===== src/rtl/axi_mem_pkg.sv =====
/*
 * AXI memory package
 * Shared AXI constants, burst length type and the burst and response encodings
 */

package axi_mem_pkg;

  // Fixed AXI4 field widths
  localparam int AXI_ADDR_W = 32;
  localparam int AXI_LEN_W  = 8;

  // Bits per strobe lane
  localparam int AXI_BYTE_W = 8;

  // Burst length field, also used as beat index
  typedef logic [AXI_LEN_W-1:0] len_t;

  // AXI burst type encoding
  typedef enum logic [1:0] {
    BURST_FIXED = 2'd0,
    BURST_INCR  = 2'd1,
    BURST_WRAP  = 2'd2   // stepped like INCR here
  } burst_e;

  // Only the two responses this slave can produce
  typedef enum logic [1:0] {
    RESP_OKAY   = 2'd0,
    RESP_SLVERR = 2'd2
  } resp_e;

endpackage


===== src/rtl/axi_mem_rd_ctrl.sv =====
/*
 * AXI memory read controller
 * Takes one AR burst at a time and streams its beats on R,
 * advancing only when the master accepts a beat
 */
`timescale 1ns/1ps

module axi_mem_rd_ctrl
  import axi_mem_pkg::*;
#(
  parameter int ID_WIDTH = 4
) (
  input  logic                clk_i,
  input  logic                arst_n_i,
  input  logic                arvalid_i,
  input  logic [ID_WIDTH-1:0] arid_i,
  input  logic                rready_i,
  input  logic                beat_last_i,
  input  logic                beat_err_i,
  output logic                arready_o,
  output logic                rvalid_o,
  output logic [ID_WIDTH-1:0] rid_o,
  output resp_e               rresp_o,
  output logic                rlast_o,
  output logic                cnt_load_o,
  output logic                cnt_step_o,
  output logic                mon_fire_o
);

  typedef enum logic {
    RD_IDLE,
    RD_DATA
  } rd_state_e;

  rd_state_e           state_q;
  rd_state_e           state_d;
  logic [ID_WIDTH-1:0] id_q;
  logic                ar_hs;
  logic                r_hs;

  assign arready_o = (state_q == RD_IDLE);
  assign rvalid_o  = (state_q == RD_DATA);

  assign ar_hs = arvalid_i & arready_o;
  assign r_hs  = rvalid_o & rready_i;

  always_comb begin
    state_d = state_q;
    case (state_q)
      RD_IDLE: if (ar_hs) state_d = RD_DATA;
      RD_DATA: if (r_hs && beat_last_i) state_d = RD_IDLE;
      default: state_d = RD_IDLE;
    endcase
  end

  always_ff @(posedge clk_i or negedge arst_n_i) begin
    if (!arst_n_i) begin
      state_q <= RD_IDLE;
    end else begin
      state_q <= state_d;
    end
  end

  always_ff @(posedge clk_i) begin
    if (ar_hs) begin
      id_q <= arid_i;
    end
  end

  // Beat payload follows the counter, so it holds while the master stalls
  assign rid_o   = id_q;
  assign rresp_o = beat_err_i ? RESP_SLVERR : RESP_OKAY;
  assign rlast_o = rvalid_o & beat_last_i;

  assign cnt_load_o = ar_hs;
  assign cnt_step_o = r_hs;
  assign mon_fire_o = r_hs;

endmodule


===== config.mk =====
export PLATFORM = sky130hd
export DESIGN_NAME = axi_mem_rd_ctrl
export DESIGN_NICKNAME = d
export VERILOG_FILES = /design/src/rtl/axi_mem_pkg.sv /design/src/rtl/axi_mem_rd_ctrl.sv
export SDC_FILE = /design/constraint.sdc
export NUM_CORES = 1
export LEC_CHECK = 0
export ABC_AREA = 1
export BUFFER_PORTS_ARGS = -buffer_cell sky130_fd_sc_hd__buf_4
export CORE_AREA = 3 3 40 42
export DETAILED_ROUTE_END_ITERATION = 6
export DIE_AREA = 0 0 43 45
export GPL_ROUTABILITY_DRIVEN = 1
export GPL_TIMING_DRIVEN = 0
export PLACE_DENSITY = 0.44
export SLEW_MARGIN = 20
export SYNTH_ARGS = -nofsm -noshare
export SYNTH_HDL_FRONTEND = slang
export SYNTH_SLANG_ARGS = --single-unit
export TNS_END_PERCENT = 20

===== constraint.sdc =====
create_clock -name clk_i -period 1.3 [get_ports clk_i]
set_clock_uncertainty 0.15 [all_clocks]
set_input_delay 0.195 -clock clk_i [delete_from_list [all_inputs] [get_ports clk_i]]
set_output_delay 0.195 -clock clk_i [all_outputs]
set_load 0.01 [all_outputs]

==> flow_summary_export.csv <==
group,metric,value,unit
route,drc,0,
critical_path,r2r_end,"rid_o[0]$_DFFE_PP_",
finish,drive_gt1_share,62.0,%
place,gp_congestion,0.654,
run_status,status,"finished, final reports clean",
global_routing,grt_usage,6.81,%
critical_path,reg2reg_from,"rvalid_o$_DFF_PN0_",
route,vias,232,
power,peakVddDrop,0.384,mV
finish,postLayoutCoreUtil,38.7,%
route,drt_iter0_markers,2,
synthesis,synth.mux.area_fraction,0,%
floorplan,die_h,45,µm
hold_path,hold_depth,4,
critical_path,worstSetupEndpointType,"output pin",
critical_path,r2r_slack,150,ps
synthesis,yosys.area_share.simple,11.1,%
finish,regArea,146,µm²
hold_path,hp-class,"input port to flop",
critical_path,path_class,"flop to output pin",
clocking,path_clk_slew,40,ps
route,drtPass1Iterations,2,
global_routing,grt_max_degree,6,
finish,diodes,0,
route,avgRoutedWirePerCell,9.52,µm
synthesis,yosys_warnings,0,
global_routing,antenna_found_initial,0,
floorplan,ios,22,
critical_path,path_max_fanout,4,
finish,final_nets,61,
sta,rsz0062_at_grt,"true",
clocking,cts-root-buf,"clkbuf_4",
critical_path,crit_arrival,950,ps
synthesis,synth_top_family_by_area,"buffers and inverters",
sta,post-route-min-period,1290,ps
place,hpwl,489,µm
synthesis,synth-seq-area-share,67.8,%
place,port_buffers,19,
hold_path,hp-start,"rready_i",
critical_path,r2r_cells,2,
sta,slew_violations,0,
floorplan,die_x,43,µm
synthesis,synth_xor_area_share,0,%
synthesis,synth_nets,30,
finish,stdcell_area,497,µm²
finish,syn2layout_area_growth,132,%
synthesis,synth_compound_area_share,0,%
synthesis,syn_area_per_cell,10.7,µm²
sta,hold_violations,0,
synthesis,synth_cell_types,9,
global_routing,grt_overflow,0,
floorplan,placementRows,13,
synthesis,synthCells,20,
finish,multi_input_area,35.0,µm²
clocking,cts-buffers-inserted,3,
global_routing,grt_pass1_vias,219,
route,routed_via_density,3.57,
critical_path,crit_path_start_kind,"flop",
clocking,clk-insertion-delay-late,240,ps
critical_path,cp_data_required_time,950,ps
clocking,cts_tree,"done",
global_routing,grt_pass1_wl,931,µm
sta,period_share,99.4,%
synthesis,netlist_area,214,µm²
power,power.density,1020,mW/mm²
finish,final.fill_count,134,
critical_path,startpoint,"rvalid_o$_DFF_PN0_",
clocking,clock_sinks,5,
place,place_area,378,µm²
route,routed_wl,619,µm
flow_run,drv_cap,0,
synthesis,synthAdderAreaFrac,0,%
power,p_leak,0.252,nW
sta,setup_violations,0,
sta,max_freq,0.774,GHz
clocking,cts_buffer_depth,2,
synthesis,synth_seq_cells,5,
floorplan,core_area,0.00128,mm²
floorplan,die_area,0.00194,mm²
floorplan,start_util,16.7,%
route,ant_nets,0,
hold_path,min_to,"rvalid_o$_DFF_PN0_",
clocking,htree_levels,1,
==> layout by cell type (no fill, tap or decap) <==
master / netlist / routed
clkbuf_1: 0 / 1
inv_1: 4 / 3
nor2_4: 0 / 1
inv_4: 0 / 1
edfxtp_1: 4 / 4
nand2_1: 4 / 4
buf_4: 3 / 19
nand3_1: 1 / 1
dfrtp_2: 0 / 1
clkbuf_4: 0 / 3
buf_6: 0 / 5
conb_1: 1 / 1
dlygate4sd3_1: 0 / 5
inv_2: 1 / 1
==> cell usage after synthesis <==
| master | n | share of area (%) |
|---|---|---|
| nand2_1 | 4 | 7.0 |
| nor2_1 | 1 | 1.8 |
| conb_1 | 1 | 1.8 |
| buf_4 | 3 | 11 |
| edfxtp_1 | 4 | 56 |
| inv_2 | 1 | 1.8 |
| inv_1 | 4 | 7.0 |
| dfrtp_1 | 1 | 12 |
| nand3_1 | 1 | 2.3 |
==> state kept, by name (all words and copies together), names as in the netlist <==
register / cells
rid_o: 4
rvalid_o: 1
==> layer usage <==
layer / wire length, µm / global-route usage (%) / part of all wire, %
met5: 0 / 0 / 0
met4: 0 / 3.61 / 0
met3: 117 / 3.98 / 19
met2: 278 / 11.7 / 45
met1: 223 / 6.44 / 36
==> worst max-delay path: stages (launching register included) <==
cell and delay (ps):
dfrtp_2 440, buf_6 140, inv_4 50, buf_6 90
==> worst max-delay path by stage <==
stage / slack, ps / end / cells past startpoint
detailed placement: 90 / cnt_load_o / 2
floorplan: 100 / rid_o[0]$_DFFE_PP_ / 1
global route: -40 / arready_o / 3
global placement: 110 / cnt_load_o / 2
CTS: -20 / cnt_load_o / 2
finish: 8 / arready_o / 3
==> power by group <==
group          internal [mW]  total (mW)  switching, mW
clock                  0.116       0.175         0.0591
sequential             0.186       0.193        0.00736
combinational         0.0860       0.139         0.0529
total                  0.387       0.507          0.119
==> repair_timing <==
action,in CTS,in global routing
hold buffers,5,0
buffers inserted,1,2
hold endpoints to repair,5,0
resized for setup,8,1
pin swaps,2,1
endpoints found under the setup margin,4,5
==> logic make-up (layout without fill, tap and decap cells) <==
logic type	count (synthesis)	after routing
buffers and inverters	8	38
flip-flops	5	5
AND/OR/NAND/NOR	6	6
other	1	1
==> area by class of cell <==
| class | count | area share, % |
|---|---|---|
| plain buffers | 2 | 3.02 |
| well taps | 15 | 3.78 |
| repair buffers | 27 | 47.1 |
| clock buffers | 4 | 5.29 |
| inverters | 5 | 4.28 |
| flip-flops and latches | 5 | 29.5 |
| multi-input cells | 7 | 7.05 |
==> through the flow <==
stage / setup TNS (ps) / hold WS, ps / cells / setup slack (ps) / power (mW)
3_5_place_dp: 0 / -179 / 54 / 93.9 / 0.295
5_1_grt: -81.6 / 94.9 / 65 / -36.5 / 0.541
4_1_cts: -28.7 / 64.7 / 63 / -21.9 / 0.509
6_report: 0 / 68.7 / 65 / 8.14 / 0.507
2_1_floorplan: 0 / -251 / 20 / 97.0 / 0.234
3_3_place_gp: 0 / -180 / 54 / 108 / 0.294
No activity file was read; power rests on OpenSTA's default activity.
