==> src/rtl/axi_mem_pkg.sv <==
/*
 * AXI memory package
 * Shared AXI constants, burst length type and the burst and response encodings
 */

package axi_mem_pkg;

  // Fixed AXI4 field widths
  localparam int AXI_ADDR_W = 32;
  localparam int AXI_LEN_W  = 8;

  // Bits per strobe lane
  localparam int AXI_BYTE_W = 8;

  // Burst length field, also used as beat index
  typedef logic [AXI_LEN_W-1:0] len_t;

  // AXI burst type encoding
  typedef enum logic [1:0] {
    BURST_FIXED = 2'd0,
    BURST_INCR  = 2'd1,
    BURST_WRAP  = 2'd2   // stepped like INCR here
  } burst_e;

  // Only the two responses this slave can produce
  typedef enum logic [1:0] {
    RESP_OKAY   = 2'd0,
    RESP_SLVERR = 2'd2
  } resp_e;

endpackage

==> src/rtl/axi_mem_burst_cnt.sv <==
/*
 * Burst beat counter
 * Tracks beat index and word-aligned address of a FIXED or INCR burst
 * and flags the last beat and beats outside the memory
 */
`timescale 1ns/1ps

module axi_mem_burst_cnt
  import axi_mem_pkg::*;
#(
  parameter int DATA_WIDTH = 32,
  parameter int MEM_WORDS  = 256
) (
  input  logic                  clk_i,
  input  logic                  arst_n_i,
  input  logic                  load_i,
  input  logic                  step_i,
  input  logic [AXI_ADDR_W-1:0] addr_i,
  input  len_t                  len_i,
  input  burst_e                burst_i,
  output logic [AXI_ADDR_W-1:0] addr_o,
  output logic [((MEM_WORDS > 1) ? $clog2(MEM_WORDS) : 1)-1:0] word_o,
  output len_t                  beat_o,
  output logic                  last_o,
  output logic                  err_o
);

  localparam int STRB_W = DATA_WIDTH / AXI_BYTE_W;
  localparam int OFF_W  = (STRB_W > 1) ? $clog2(STRB_W) : 0;
  localparam int WORD_W = (MEM_WORDS > 1) ? $clog2(MEM_WORDS) : 1;

  logic [AXI_ADDR_W-1:0] addr_q;
  logic [AXI_ADDR_W-1:0] word_full;
  len_t                  beat_q;
  len_t                  len_q;
  burst_e                burst_q;

  always_ff @(posedge clk_i or negedge arst_n_i) begin
    if (!arst_n_i) begin
      addr_q  <= '0;
      beat_q  <= '0;
      len_q   <= '0;
      burst_q <= BURST_FIXED;
    end else if (load_i) begin
      // Only full-width beats, so drop the byte offset
      addr_q  <= addr_i & ~AXI_ADDR_W'(STRB_W - 1);
      beat_q  <= '0;
      len_q   <= len_i;
      burst_q <= burst_i;
    end else if (step_i) begin
      beat_q <= beat_q + len_t'(1);
      if (burst_q != BURST_FIXED) begin
        addr_q <= addr_q + AXI_ADDR_W'(STRB_W);
      end
    end
  end

  assign word_full = addr_q >> OFF_W;

  assign addr_o = addr_q;
  assign word_o = word_full[WORD_W-1:0];
  assign beat_o = beat_q;
  assign last_o = (beat_q == len_q);
  assign err_o  = (word_full >= AXI_ADDR_W'(MEM_WORDS));

endmodule

==> config.mk <==
export PLATFORM = sky130hd
export DESIGN_NAME = axi_mem_burst_cnt
export DESIGN_NICKNAME = d
export VERILOG_FILES = /design/src/rtl/axi_mem_pkg.sv /design/src/rtl/axi_mem_burst_cnt.sv
export SDC_FILE = /design/constraint.sdc
export NUM_CORES = 1
export LEC_CHECK = 0
export BUFFER_PORTS_ARGS = -buffer_cell sky130_fd_sc_hd__buf_2
export CAP_MARGIN = 20
export CORE_UTILIZATION = 30
export DETAILED_ROUTE_END_ITERATION = 6
export SLEW_MARGIN = 10
export SYNTH_ARGS = -nofsm -noshare
export SYNTH_HDL_FRONTEND = slang
export SYNTH_SLANG_ARGS = --single-unit
==> constraint.sdc <==
create_clock -name clk_i -period 4.65 [get_ports clk_i]
set_clock_uncertainty 0.1 [all_clocks]
set_input_delay 0.2325 -clock clk_i [delete_from_list [all_inputs] [get_ports clk_i]]
set_output_delay 0.2325 -clock clk_i [all_outputs]
set_load 0.01 [all_outputs]
==> results of run 1 <==
worst max-delay path by stage:
stage	startpoint	to	slack [ns]
floorplan	addr_o[3]	addr_o[26]	2.56
global placement	addr_o[3]	addr_o[28]	2.26
detailed placement	addr_o[3]	addr_o[26]	2.17
CTS	addr_o[3]	addr_o[26]	2.16
global route	addr_o[3]	addr_o[26]	2.01
finish	addr_o[3]	addr_o[26]	2.24
cell families (layout without fill, tap and decap cells):
kind of cell               count (synthesis)  in the layout  synth area share, %
other                                      1              2                0.136
xor gates and xnor gates                  24             24                 7.63
DFF                                       48             48                 43.6
AOI/OAI and AO/OA                         52             52                 12.6
buffers and inverters                     31            109                 6.09
adders and majority gates                  3              3                 1.36
muxes                                     13             13                 5.22
and+or+nand+nor                          118            118                 23.3
metal layers:
layer  share of wire, %  up-vias  global-route usage, %
met1                 46     1166                   20.2
met2                 49       57                   25.5
met4               0.40        0                   3.50
met5                  0        -                      0
met3                4.5        2                   3.01
li1                   -     1219                      -
sequential cells by signal, indices dropped and copies added (netlist names):
signal   flops
addr_o      30
burst_q      2
len_q        8
beat_o       8
metrics by stage:
stage / cells / utilization [%] / worst slack, ns / cell area (um2)
2_1_floorplan: 291 / - / 2.56 / 2760
3_3_place_gp: 468 / 36.6 / 2.26 / 3220
3_5_place_dp: 468 / 36.6 / 2.17 / 3220
4_1_cts: 477 / 38.0 / 2.16 / 3340
5_1_grt: 477 / 38.0 / 2.01 / 3340
6_report: 477 / 38.0 / 2.24 / 3340
cell usage after synthesis:
| cell | n |
|---|---|
| nor2_1 | 24 |
| a21oi_1 | 2 |
| and4_1 | 3 |
| nor3_1 | 1 |
| inv_1 | 7 |
| or3_1 | 6 |
| clkbuf_1 | 9 |
| nor4_1 | 9 |
| buf_4 | 11 |
| nand2_1 | 26 |
| buf_6 | 1 |
| buf_1 | 1 |
| nand3_1 | 8 |
| nand3b_1 | 1 |
| a31oi_1 | 14 |
| a22oi_1 | 1 |
| or4_4 | 1 |
| mux2i_1 | 2 |
| buf_2 | 2 |
| and3_1 | 4 |
| or4_1 | 17 |
| nor2b_1 | 1 |
| xnor2_1 | 19 |
| o31ai_1 | 13 |
| o311ai_1 | 1 |
| o211ai_1 | 4 |
| o2111ai_4 | 1 |
| or3_4 | 1 |
| mux2_2 | 11 |
| o21ai_0 | 16 |
| xor2_1 | 5 |
| conb_1 | 1 |
| ha_1 | 3 |
| dfrtp_1 | 48 |
| nand4_1 | 15 |
| or2_2 | 1 |
power by group:
part	switching [W]	internal [W]	total (W)
Sequential	0.0000561	0.000453	0.000509
Combinational	0.0000935	0.0000853	0.000179
Clock	0.000150	0.000159	0.000309
area by class of cell:
class                   count  area, um2  share of cell area, %
clock buffers               5       68.8                   2.06
clock inverters             3       42.5                   1.27
inverters                   7       26.3                  0.786
multi-input cells         212       1390                   41.5
flip-flops and latches     48       1200                   35.9
well taps                 108        135                   4.04
repair buffers             94        480                   14.4
critical path: stages (launching register included):
cell,delay [ns]
dfrtp_1,0.47
ha_1,0.19
o211ai_1,0.22
or3_1,0.63
or4_1,0.55
a31oi_1,0.18
==> results.sh, run 1 <==
export IMPL_fmax_mhz=414
export IMPL_ys_ff_latch=48
export IMPL_drive_gt1_share_pct=31.4
export IMPL_hold_slack_ns=0.0380
export IMPL_tns_ns=0
export IMPL_reg2reg_slack_ns=2.24
export IMPL_dr_pass1_iters=6
export IMPL_power_per_cell_area_nw_per_um2=298
export IMPL_violations="design-rule violations"
export IMPL_reg2reg_from="addr_o[3]"
export IMPL_core_um2=8810
export IMPL_hold_viol=0
export IMPL_antenna_found_initial=0
export IMPL_yosysTopAreaCellShare_pct=43.6
export IMPL_boundaryPins=96
export IMPL_post_cts_resized=0
export IMPL_cp_end_kind="register"
export IMPL_holdPathStages=3
export IMPL_grt_pass1_vias=2295
export IMPL_gpl_final_weighted_congestion=0.734
export IMPL_synth_area_leaders="dfrtp_1 (44%), xnor2_1 (6.0%), or4_1 (4.6%), mux2_2 (4.5%), nand2_1 (3.5%)"
export IMPL_cap_viol_max_count=0
export IMPL_place_hpwl_um=4930
export IMPL_cp_start_kind="register"
export IMPL_fin_crit_sh_pct=51.9
export IMPL_drtIter0Drc=126
export IMPL_fillers=911
export IMPL_vias_per_cell=5.12
export IMPL_numCtsBuffers=5
export IMPL_dieArea_um2=9570
export IMPL_holdPathEnd="addr_o[8]"
export IMPL_worstHoldStart="addr_i[8]"
export IMPL_path_class="register to register"
export IMPL_root_buffer="clkbuf_8"
export IMPL_ir_worst_vdd_v=0.000150
export IMPL_setup_viol=0
export IMPL_track_usage_pct=15.2
export IMPL_layout_commonest_cell="buf_2"
export IMPL_wl_um=6940
export IMPL_numClockSinks=48
export IMPL_yosysSeqAreaShare_pct=43.6
export IMPL_final_max_slew_viol_count=0
export IMPL_critPathArrivalTime_ns=2.53
export IMPL_num_vias=2444
export IMPL_synth_area_um2=2750
export IMPL_cts_hold_buffers=1
export IMPL_total_power_w=0.000997
export IMPL_final_cell_mix="buf_2 (91), dfrtp_1 (48), nand2_1 (26)"
export IMPL_fin_nets=417
export IMPL_area_growth_pct=21.4
export IMPL_yosysTopAreaCell="dfrtp_1"
export IMPL_power_leakage_nw=1.40
export IMPL_grt_pass1_wl_um=11700
export IMPL_crit_fanout=17
export IMPL_wl_per_cell_um=14.5
export IMPL_clock_path_buffers=2
export IMPL_min_period_ns=2.41
export IMPL_crit_required_ns=4.77
export IMPL_ant_nets=0
export IMPL_htreeDepth=2
export IMPL_status="complete, but fails checks"
export IMPL_path_clk_slew_ns=0.09
export IMPL_rsz0062_at_grt="no"
export IMPL_port_buffers=91
export IMPL_worstReg2RegEnd="addr_o[26]"
export IMPL_clock_latency_ns=0.30
export IMPL_worst_pin_slew_ns=0.935
export IMPL_overflow=0
export IMPL_synth_cell_types=36
export IMPL_start_util_pct=31.3
export IMPL_grt_max_degree=51
export IMPL_syn_inst=290
export IMPL_cts_tree="done"
export IMPL_rr_worst_depth=5
export IMPL_die_y_um=97.8
export IMPL_cts_setup_buffers=0
export IMPL_synth_warnings=0
export IMPL_dieWidth_um=97.8
export IMPL_relSlewSlack_pct=37.6
export IMPL_hp_class="input port to register"
export IMPL_rows=34
export IMPL_diodes=0
export IMPL_synth_avg_cell_area_um2=9.50
export IMPL_drcViolationCount=10
Power figures use the tool's default switching activity.
==> run 2, diff against run 1 <==
clock period = 2.3 ns   (was 4.65 ns; I/O delays follow)
==> results.sh, run 2 (synthesis gave the netlist of run 1 again) <==
export IMPL_hold_viol=0
export IMPL_tns_ns=0
export IMPL_cts_setup_buffers=0
export IMPL_startpoint="addr_o[14]"
export IMPL_diodes=0
export IMPL_drtIter0Drc=158
export IMPL_fin_util_pct=43.3
export IMPL_wl_um=7590
export IMPL_violations="design-rule violations"
export IMPL_track_usage_pct=16.6
export IMPL_dieWidth_um=97.8
export IMPL_gpl_final_weighted_congestion=0.739
export IMPL_crit_fanout=7
export IMPL_die_y_um=97.8
export IMPL_path_common_cell="or4_1"
export IMPL_min_period_ns=2.16
export IMPL_dieArea_um2=9570
export IMPL_crit_required_ns=2.09
export IMPL_largest_reg_flops=30
export IMPL_grt_max_degree=29
export IMPL_relSlewSlack_pct=64.1
export IMPL_drcViolationCount=10
export IMPL_wl_per_cell_um=14.4
export IMPL_fin_crit_sh_pct=93.8
export IMPL_core_um2=8810
export IMPL_vias_per_cell=5.06
export IMPL_clock_latency_ns=0.30
export IMPL_cpMaxStageDelayCell="or4_1"
export IMPL_post_cts_resized=0
export IMPL_boundaryPins=96
export IMPL_fmax_mhz=463
export IMPL_antenna_found_initial=0
export IMPL_postPlaceCellArea_um2=3300
export IMPL_fin_nets=468
export IMPL_slowest_delay_ns=0.52
export IMPL_rows=34
export IMPL_path_clk_slew_ns=0.09
export IMPL_dr_pass1_iters=6
export IMPL_worstHoldStart="step_i"
export IMPL_power_leakage_nw=1.61
export IMPL_ant_nets=0
export IMPL_path_cells="or4_1 -> or4_1 -> buf_2"
export IMPL_grt_pass1_vias=2615
export IMPL_critPathArrivalTime_ns=1.94
export IMPL_root_buffer="clkbuf_8"
export IMPL_cap_viol_max_count=0
export IMPL_num_vias=2670
export IMPL_status="complete, but fails checks"
export IMPL_worst_pin_slew_ns=0.538
export IMPL_fin_area_um2=3810
export IMPL_ir_worst_vdd_v=0.000291
export IMPL_grt_pass1_wl_um=12700
export IMPL_total_power_w=0.00201
export IMPL_path_class="register to output pin"
export IMPL_reg2reg_from="addr_o[3]"
export IMPL_port_buffers=91
export IMPL_drive_gt1_share_pct=30.0
export IMPL_rsz0062_at_grt="no"
export IMPL_cts_hold_buffers=41
export IMPL_setup_viol=0
export IMPL_hp_class="input port to register"
export IMPL_final_cell_mix="buf_2 (91), dfrtp_1 (48), dlygate4sd3_1 (41)"
export IMPL_cp_end_kind="output pin"
export IMPL_clock_path_buffers=2
export IMPL_layout_commonest_cell="buf_2"
export IMPL_place_hpwl_um=5380
export IMPL_power_per_cell_area_nw_per_um2=529
export IMPL_htreeDepth=2
export IMPL_final_max_slew_viol_count=0
export IMPL_area_growth_pct=38.3
export IMPL_cts_tree="done"
export IMPL_numClockSinks=48
export IMPL_overflow=0
export IMPL_fillers=895
export IMPL_cp_start_kind="register"
export IMPL_numCtsBuffers=5
export IMPL_start_util_pct=31.3
## run 2: cell types whose count changed in the layout (fill, tap and decap cells not counted), sizes merged
cell and delta:
dlygate4sd3 +40, buf +11, clkbuf +2, bufinv -1, clkinv -1
## run 2: final cells by class
type	count	area, um2	area share, %
inverter	7	26.3	0.690
tap	108	135	3.55
clock inverter	1	7.51	0.197
multi-input combinational	212	1390	36.5
timing repair buffer	145	963	25.3
clock buffer	7	86.3	2.27
sequential	48	1200	31.5
## run 2: report_power, final
part | leakage (nW) | total, W | internal [W] | switching, W
sequential | 0.576 | 0.00102 | 0.000916 | 0.000103
clock | 0.0445 | 0.000547 | 0.000245 | 0.000302
combinational | 0.992 | 0.000449 | 0.000232 | 0.000217
total | 1.61 | 0.00201 | 0.00139 | 0.000621
## run 2: stage by stage
stage | cells | hold slack [ns] | worst slack, ns
after floorplan | 291 | -0.281 | 0.215
after CTS | 528 | 0.114 | 0.117
after global placement | 479 | -0.00508 | 0.198
final | 528 | 0.125 | 0.142
after detailed placement | 479 | -0.00770 | 0.165
after global routing | 528 | 0.132 | 0.00389
## run 2: path summary, 6_finish.rpt
| check | end | slack, ns | depth (start not counted) |
|---|---|---|---|
| worst max register to register | addr_o[18] | 0.15 | 6 |
| worst min register to register | len_q[4] | 0.44 | 1 |
| min in group asynchronous | len_q[6] | 0.24 | 2 |
| worst min-delay path | beat_o[0] | 0.12 | 3 |
| max in group asynchronous | addr_o[13] | 1.09 | 3 |
| worst max-delay path | err_o | 0.14 | 3 |
## run 2: worst max-delay path: cells and delay by family (launching register included)
kind,cells,cell delay (ns)
and+or+nand+nor,2,1.02
DFF,1,0.46
buffers and inverters,1,0.16
## run 2: routing by layer
layer  global-route usage, %  up-vias  wire length, um
li1                        -     1321                -
met1                    21.2     1274             3430
met2                    28.9       70             3770
met3                    3.08        5              327
met4                    4.55        0               58
met5                       0        -                0
