--- src/rtl/axi_mem_pkg.sv ---
/*
 * AXI memory package
 * Shared AXI constants, burst length type and the burst and response encodings
 */

package axi_mem_pkg;

  // Fixed AXI4 field widths
  localparam int AXI_ADDR_W = 32;
  localparam int AXI_LEN_W  = 8;

  // Bits per strobe lane
  localparam int AXI_BYTE_W = 8;

  // Burst length field, also used as beat index
  typedef logic [AXI_LEN_W-1:0] len_t;

  // AXI burst type encoding
  typedef enum logic [1:0] {
    BURST_FIXED = 2'd0,
    BURST_INCR  = 2'd1,
    BURST_WRAP  = 2'd2   // stepped like INCR here
  } burst_e;

  // Only the two responses this slave can produce
  typedef enum logic [1:0] {
    RESP_OKAY   = 2'd0,
    RESP_SLVERR = 2'd2
  } resp_e;

endpackage

--- src/rtl/axi_mem_wr_ctrl.sv ---
/*
 * AXI memory write controller
 * Takes one AW burst at a time, writes each W beat into the array and
 * answers with a single B response carrying the burst's range error
 */
`timescale 1ns/1ps

module axi_mem_wr_ctrl
  import axi_mem_pkg::*;
#(
  parameter int DATA_WIDTH = 32,
  parameter int ID_WIDTH   = 4
) (
  input  logic                           clk_i,
  input  logic                           arst_n_i,
  input  logic                           awvalid_i,
  input  logic [ID_WIDTH-1:0]            awid_i,
  input  logic                           wvalid_i,
  input  logic [DATA_WIDTH/AXI_BYTE_W-1:0] wstrb_i,
  input  logic                           bready_i,
  input  logic                           beat_last_i,
  input  logic                           beat_err_i,
  output logic                           awready_o,
  output logic                           wready_o,
  output logic                           bvalid_o,
  output logic [ID_WIDTH-1:0]            bid_o,
  output resp_e                          bresp_o,
  output logic                           cnt_load_o,
  output logic                           cnt_step_o,
  output logic                           mem_we_o,
  output logic [DATA_WIDTH/AXI_BYTE_W-1:0] mem_strb_o,
  output logic                           mon_fire_o,
  output logic [ID_WIDTH-1:0]            mon_id_o
);

  localparam int STRB_W = DATA_WIDTH / AXI_BYTE_W;

  typedef enum logic [1:0] {
    WR_IDLE,
    WR_DATA,
    WR_RESP
  } wr_state_e;

  wr_state_e           state_q;
  wr_state_e           state_d;
  logic [ID_WIDTH-1:0] id_q;
  logic                err_q;
  logic                aw_hs;
  logic                w_hs;
  logic                b_hs;

  assign awready_o = (state_q == WR_IDLE);
  assign wready_o  = (state_q == WR_DATA);
  assign bvalid_o  = (state_q == WR_RESP);

  assign aw_hs = awvalid_i & awready_o;
  assign w_hs  = wvalid_i & wready_o;
  assign b_hs  = bvalid_o & bready_i;

  always_comb begin
    state_d = state_q;
    case (state_q)
      WR_IDLE: if (aw_hs) state_d = WR_DATA;
      WR_DATA: if (w_hs && beat_last_i) state_d = WR_RESP;
      WR_RESP: if (b_hs) state_d = WR_IDLE;
      default: state_d = WR_IDLE;
    endcase
  end

  always_ff @(posedge clk_i or negedge arst_n_i) begin
    if (!arst_n_i) begin
      state_q <= WR_IDLE;
      err_q   <= 1'b0;
    end else begin
      state_q <= state_d;
      // Sticky over the burst, restarted by the next AW
      if (aw_hs) begin
        err_q <= 1'b0;
      end else if (w_hs) begin
        err_q <= err_q | beat_err_i;
      end
    end
  end

  always_ff @(posedge clk_i) begin
    if (aw_hs) begin
      id_q <= awid_i;
    end
  end

  assign cnt_load_o = aw_hs;
  assign cnt_step_o = w_hs;

  // Out of range beats are accepted but leave the array untouched
  assign mem_we_o   = w_hs & ~beat_err_i;
  assign mem_strb_o = wstrb_i & {STRB_W{w_hs}};

  assign bid_o    = id_q;
  assign bresp_o  = err_q ? RESP_SLVERR : RESP_OKAY;

  assign mon_fire_o = w_hs;
  assign mon_id_o   = id_q;

endmodule

--- config.mk ---
export PLATFORM = sky130hd
export DESIGN_NAME = axi_mem_wr_ctrl
export DESIGN_NICKNAME = d
export VERILOG_FILES = /design/src/rtl/axi_mem_pkg.sv /design/src/rtl/axi_mem_wr_ctrl.sv
export SDC_FILE = /design/constraint.sdc
export NUM_CORES = 1
export LEC_CHECK = 0
export ABC_AREA = 0
export BUFFER_PORTS_ARGS = -buffer_cell sky130_fd_sc_hd__buf_2
export CORE_AREA = 4 4 41 43
export CTS_CLUSTER_SIZE = 20
export DETAILED_ROUTE_END_ITERATION = 8
export DIE_AREA = 0 0 45 47
export PLACE_DENSITY = 0.79
export SETUP_SLACK_MARGIN = 0.15
export SLEW_MARGIN = 20
export SYNTH_ARGS = -nofsm -noshare
export SYNTH_HDL_FRONTEND = slang
export SYNTH_SLANG_ARGS = --single-unit
export TNS_END_PERCENT = 10
--- constraint.sdc ---
create_clock -name clk_i -period 1.19 [get_ports clk_i]
set_input_delay 0.1785 -clock clk_i [delete_from_list [all_inputs] [get_ports clk_i]]
set_output_delay 0.1785 -clock clk_i [all_outputs]
set_load 0.05 [all_outputs]
==> flow_summary.ini, run 1 <==
[placed_design]
post-dp-hpwl_um = 766
placement.io_buffers = 34
gpl.final_weighted_congestion = 0.653
preCtsSetupSlack_ps = -36.7
placedCellCount = 78

[pwr]
power_frac_seq_pct = 24.6
switching_share_pct = 47.8
post-layout-total-power_w = 0.00137
vdd.ir_drop.worst_v = 0.000987
total_power_per_unit_cell_area_mw_per_mm2 = 1950
pwr-share-clk_pct = 16.0
cellLeakagePower_nw = 0.350
internal-power_w = 0.000716
power.combinational.fraction_pct = 59.4
switchingPower_w = 0.000655

[synth]
synth_seq_cells = 7
post_synth_instance_area_um2 = 367
yosys.area_share.simple_pct = 22.2
synth_top_family_by_area = simple AND/OR/NAND/NOR gates
seq_area_frac_synth_pct = 53.2
synth-adder-area-share_pct = 0
yosysWarnings = 0
muxShareOfSynthArea_pct = 0
number_of_instances_in_the_synthesized_netlist = 33
post_synth.cell_area_avg_um2 = 11.1
synthesis.nets = 48
synth_xor_area_share_pct = 0
synth_compound_area_share_pct = 7.17
yosys.cell_types.count = 15

[clock_network]
clock_latency_ps = 250
cts-htree-levels = 1
ctsLongestPathBuffers = 2
cts_num_sinks = 7
cts-root-buf = clkbuf_4
cts_tree = done
clock_buffer_count_from_cts = 3
clk_pin_slew_ps = 60
cts.repair_timing.setup_buffer_count = 0

[critical_path]
endpoint_kind = output port
crit_fanout = 7
worst-setup-path-type = flip-flop to output port
critical_path.startpoint_type = flip-flop
worstPathRequired_ps = 1010
critPathArrivalTime_ps = 1240
reg2reg_slack_ps = -30

[sta]
final.period_utilization_pct = 119
setup-violations-final = 15
timing.final.hold_violations = 0
finClkSkew_ps = 4.14
slew_violations = 0
max_clock_freq_mhz = 704
setup_repair_after_global_routing_missed_its_margin = yes
timing.hold.ws_ps = 98.3
setup_ws_ps = -230
finalWorstPathRequiredPeriod_ps = 1420

[grt]
grtUsageTotal_pct = 11.5
antenna_violations_before_repair = 0
globalRoute.totalOverflow = 0
first_pass_grt_wire_length_um = 1610
maximum_number_of_pins_on_one_net_before_global_route_repair = 8
number_of_global_route_vias_before_repair = 394

[finish]
fillerInstances = 110
areaGrowthSynthToFinish_pct = 91.5
post_route_cells_drive_above_1_share_pct = 76.5
antenna_cells_inserted = 0
final_core_util_pct = 53.9
fin_cells = 83
nNetsFinal = 84

[die]
die-height_um = 47
design.die.area_mm2 = 0.00212
num_rows = 13
die_width_um = 45
num_io_pins = 36
floorplan.initialDensity_pct = 28.2
floorplan.core_area_mm2 = 0.00130

[drt]
drcViolationCount = 0
drt_pre_antenna_iters = 3
post_dr_vias_cell = 4.41
postRouteAntennaNets = 0
avgRoutedWirePerCell_um = 12.1
drt-total-wl_um = 1000
via_count = 366
drt_iter0_markers = 2

[outcome]
violations_in_the_final_reports = negative setup slack
run_status = finished with violations

[min_path]
worst_hold_check_path_type = input port to flip-flop

[flow_run]
maxcap_viol_count = 0
==> Yosys cell counts <==
library cell	n	area (um2)
a211oi_1	1	7.51
a311oi_1	1	8.76
a32o_1	1	10.0
and2_1	4	25.0
and2b_1	2	15.0
and3b_1	1	8.76
buf_4	7	52.6
conb_1	1	3.75
dfrtp_1	3	75.1
edfxtp_1	4	120
inv_1	2	7.51
nand3b_1	1	7.51
nor2_1	3	11.3
nor2b_1	1	6.26
nor3b_1	1	7.51
==> path summary, 6_finish.rpt <==
check / start / end / cells after the start
max in group asynchronous: arst_n_i / state_q[0] / 2
hold reg to reg: err_q / err_q / 2
hold / removal: awid_i[2] / bid_o[2] / 1
min in group asynchronous: arst_n_i / err_q / 2
setup reg to reg: state_q[0] / bid_o[0] / 3
setup / recovery: state_q[0] / mem_we_o / 3
==> power groups by stage <==
stage | Combinational [W] | Sequential (W) | Clock [W]
finish | 0.000815 | 0.000337 | 0.000219
global route | 0.000855 | 0.000342 | 0.000256
CTS | 0.000776 | 0.000329 | 0.000230
detailed placement | 0.000687 | 0.000331 | 0
global placement | 0.000678 | 0.000329 | 0
floorplan | 0.000484 | 0.000403 | 0
==> cells in the final DEF, fill, tap and decap left out, types with 2 or more instances in the layout <==
| cell | netlist | final |
|---|---|---|
| clkbuf_4 | 0 | 3 |
| inv_1 | 2 | 2 |
| buf_2 | 0 | 16 |
| and2_2 | 0 | 4 |
| nor2_1 | 3 | 2 |
| buf_6 | 0 | 18 |
| dfrtp_1 | 3 | 2 |
| edfxtp_1 | 4 | 4 |
| buf_4 | 7 | 3 |
==> routing by layer <==
metal / share of wire [%] / track usage, % / wire (um) / vias up
li1: - / - / - / 174
met1: 36 / 9.84 / 359 / 157
met2: 46 / 19.5 / 463 / 33
met3: 17 / 6.90 / 168 / 2
met4: 1.2 / 8.77 / 12 / 0
met5: 0 / 0 / 0 / -
==> metrics by stage <==
stage	instance area (um2)	TNS, ps
3_3_place_gp	548	0
3_5_place_dp	548	-160
4_1_cts	652	-2250
2_1_floorplan	389	-2470
6_report	702	-2190
5_1_grt	702	-3170
==> state kept, by name, indices dropped and copies added, names as in the netlist <==
register,cells
bid_o,4
err_q,1
state_q,2
==> kinds of logic (layout without fill, tap and decap cells) <==
kind of cell	after synthesis	in the layout
AOI/OAI and AO/OA	3	3
DFF	7	7
other	1	1
buffers and inverters	9	44
and+or+nand+nor	13	13
==> worst max-delay path: stages, from the launching register on <==
cell	delay, ps
dfrtp_2	400
and3b_2	230
and2b_2	200
buf_6	150
==> cell type report <==
| class | instances | area, um2 | share of cell area (%) |
|---|---|---|---|
| Clock buffer | 3 | 22.5 | 3.21 |
| Clock inverter | 1 | 5.00 | 0.713 |
| Inverter | 2 | 7.51 | 1.07 |
| Multi-Input combinational cell | 17 | 136 | 19.4 |
| Sequential cell | 7 | 196 | 28.0 |
| Tap cell | 15 | 18.8 | 2.67 |
| Timing Repair Buffer | 38 | 315 | 44.9 |
==> what timing repair did <==
action / 4_1_cts / 5_1_grt
endpoints found under the setup margin: 22 / 26
hold buffers: 1 / 0
resized for setup: 23 / 19
endpoints found under the hold margin: 3 / 0
Note: power is estimated with default switching activity, not from simulation.
==> run 2, diff against run 1 <==
GPL_ROUTABILITY_DRIVEN = 0   (was not set)
TNS_END_PERCENT = 5   (was 10)
==> run 2 against run 1 <==
Against the previous run: register-to-register slack about the same; sequential share of layout area unchanged; highest routed layer unchanged; the run still ends with negative setup slack left; clock skew unchanged; combinational power about the same; maximum frequency unchanged; clock power about the same; first-iteration DRC count unchanged; sequential power about the same; final cell count unchanged; wire length unchanged; count of clock-buffer cells in the layout unchanged.
==> flow_summary.ini, run 2 (synthesized netlist as in run 1, its figures left out) <==
[grt]
maximum_number_of_pins_on_one_net_before_global_route_repair = 8
first_pass_grt_wire_length_um = 1610
antenna_violations_before_repair = 0
globalRoute.totalOverflow = 0
grtUsageTotal_pct = 11.5
number_of_global_route_vias_before_repair = 394

[clock_network]
cts_tree = done
cts-root-buf = clkbuf_4
cts.repair_timing.setup_buffer_count = 0
clock_buffer_count_from_cts = 3
cts_num_sinks = 7
clock_latency_ps = 250
ctsLongestPathBuffers = 2
cts-htree-levels = 1
clk_pin_slew_ps = 60

[critical_path]
worst_r2r_path_depth = 3
crit_fanout = 7
critical_path.startpoint_type = flip-flop
reg2reg_from = state_q[0]
worstPathRequired_ps = 1010
r2r-end = bid_o[0]
reg2reg_slack_ps = -30
endpoint_kind = output port
worst-setup-path-type = flip-flop to output port
critPathArrivalTime_ps = 1240

[placed_design]
placedCellCount = 78
placement.io_buffers = 34
place_area_um2 = 548
preCtsSetupSlack_ps = -36.7
post-dp-hpwl_um = 766

[min_path]
worst_hold_check_path_type = input port to flip-flop
holdPathStages = 1
worst_min_path_start = awid_i[2]
worst_hold_path.endpoint = bid_o[2]

[finish]
antenna_cells_inserted = 0
fillerInstances = 110
finalInstanceArea_um2 = 702
final_cell_mix = buf_6, buf_2, and2_2, edfxtp_1
fin_cells = 83
largest_register_ffs = 4
areaGrowthSynthToFinish_pct = 91.5
commonest_non_fill_non_tap_cell_in_the_layout = buf_6
post_route_cells_drive_above_1_share_pct = 76.5
nNetsFinal = 84

[drt]
drt_pre_antenna_iters = 3
via_count = 366
drcViolationCount = 0
post_dr_vias_cell = 4.41
postRouteAntennaNets = 0
avgRoutedWirePerCell_um = 12.1
drt-total-wl_um = 1000
drt_iter0_markers = 2

[outcome]
violations_in_the_final_reports = negative setup slack
run_status = finished with violations

[sta]
setup-violations-final = 15
timing.hold.ws_ps = 98.3
slew_violations = 0
final.period_utilization_pct = 119
finClkSkew_ps = 4.14
setup_repair_after_global_routing_missed_its_margin = yes
timing.final.hold_violations = 0
max_clock_freq_mhz = 704
finalWorstPathRequiredPeriod_ps = 1420
setup_ws_ps = -230

[pwr]
cellLeakagePower_nw = 0.350
vdd.ir_drop.worst_v = 0.000987
total_power_per_unit_cell_area_mw_per_mm2 = 1950

[die]
die_width_um = 45
die-height_um = 47
floorplan.initialDensity_pct = 28.2
num_rows = 13
floorplan.core_area_mm2 = 0.00130
design.die.area_mm2 = 0.00212
num_io_pins = 36

[flow_run]
maxcap_viol_count = 0
## run 2: critical path: stages (launching register included)
cell and delay [ps]:
dfrtp_2 400, and3b_2 230, and2b_2 200, buf_6 150
## run 2: per-layer routing
metal | up-vias | GRT usage (%) | wire, um
met4 | 0 | 8.77 | 12
met1 | 157 | 9.84 | 359
met3 | 2 | 6.90 | 168
met5 | - | 0 | 0
met2 | 33 | 19.5 | 463
li1 | 174 | - | -
## run 2: worst max path at each step
stage                     from       endpoint  slack, ps
CTS                 state_q[0]  mem_strb_o[3]       -240
global route        state_q[0]  mem_strb_o[3]       -290
detailed placement  state_q[1]  mem_strb_o[0]        -40
finish              state_q[0]       mem_we_o       -230
global placement    state_q[1]  mem_strb_o[3]          1
floorplan           state_q[1]       bid_o[0]       -240
## run 2: cell type report
class                      instances  area (um2)  area share [%]
multi-input combinational         17         136            19.4
timing repair buffer              38         315            44.9
tap                               15        18.8            2.67
clock buffer                       3        22.5            3.21
sequential                         7         196            28.0
inverter                           2        7.51            1.07
clock inverter                     1        5.00           0.713
## run 2: timing repair
item,4_1_cts,5_1_grt
setup endpoints to repair,22,26
gates resized for setup,23,19
hold buffers,1,0
hold endpoints to repair,3,0
## run 2: metrics by stage
stage | total power (W) | setup TNS, ps | util [%]
floorplan | 0.000886 | -2470 | -
CTS | 0.00133 | -2250 | 50.1
global route | 0.00145 | -3170 | 53.9
finish | 0.00137 | -2190 | 53.9
global placement | 0.00101 | 0 | 42.1
detailed placement | 0.00102 | -160 | 42.1
## run 2: where the power goes
| part | total (W) | switching (W) | leakage, nW | internal (W) |
|---|---|---|---|---|
| Clock | 0.000219 | 0.0000958 | 0.0177 | 0.000123 |
| Sequential | 0.000337 | 0.0000308 | 0.0739 | 0.000306 |
| Combinational | 0.000815 | 0.000528 | 0.258 | 0.000287 |
| Total | 0.00137 | 0.000655 | 0.350 | 0.000716 |
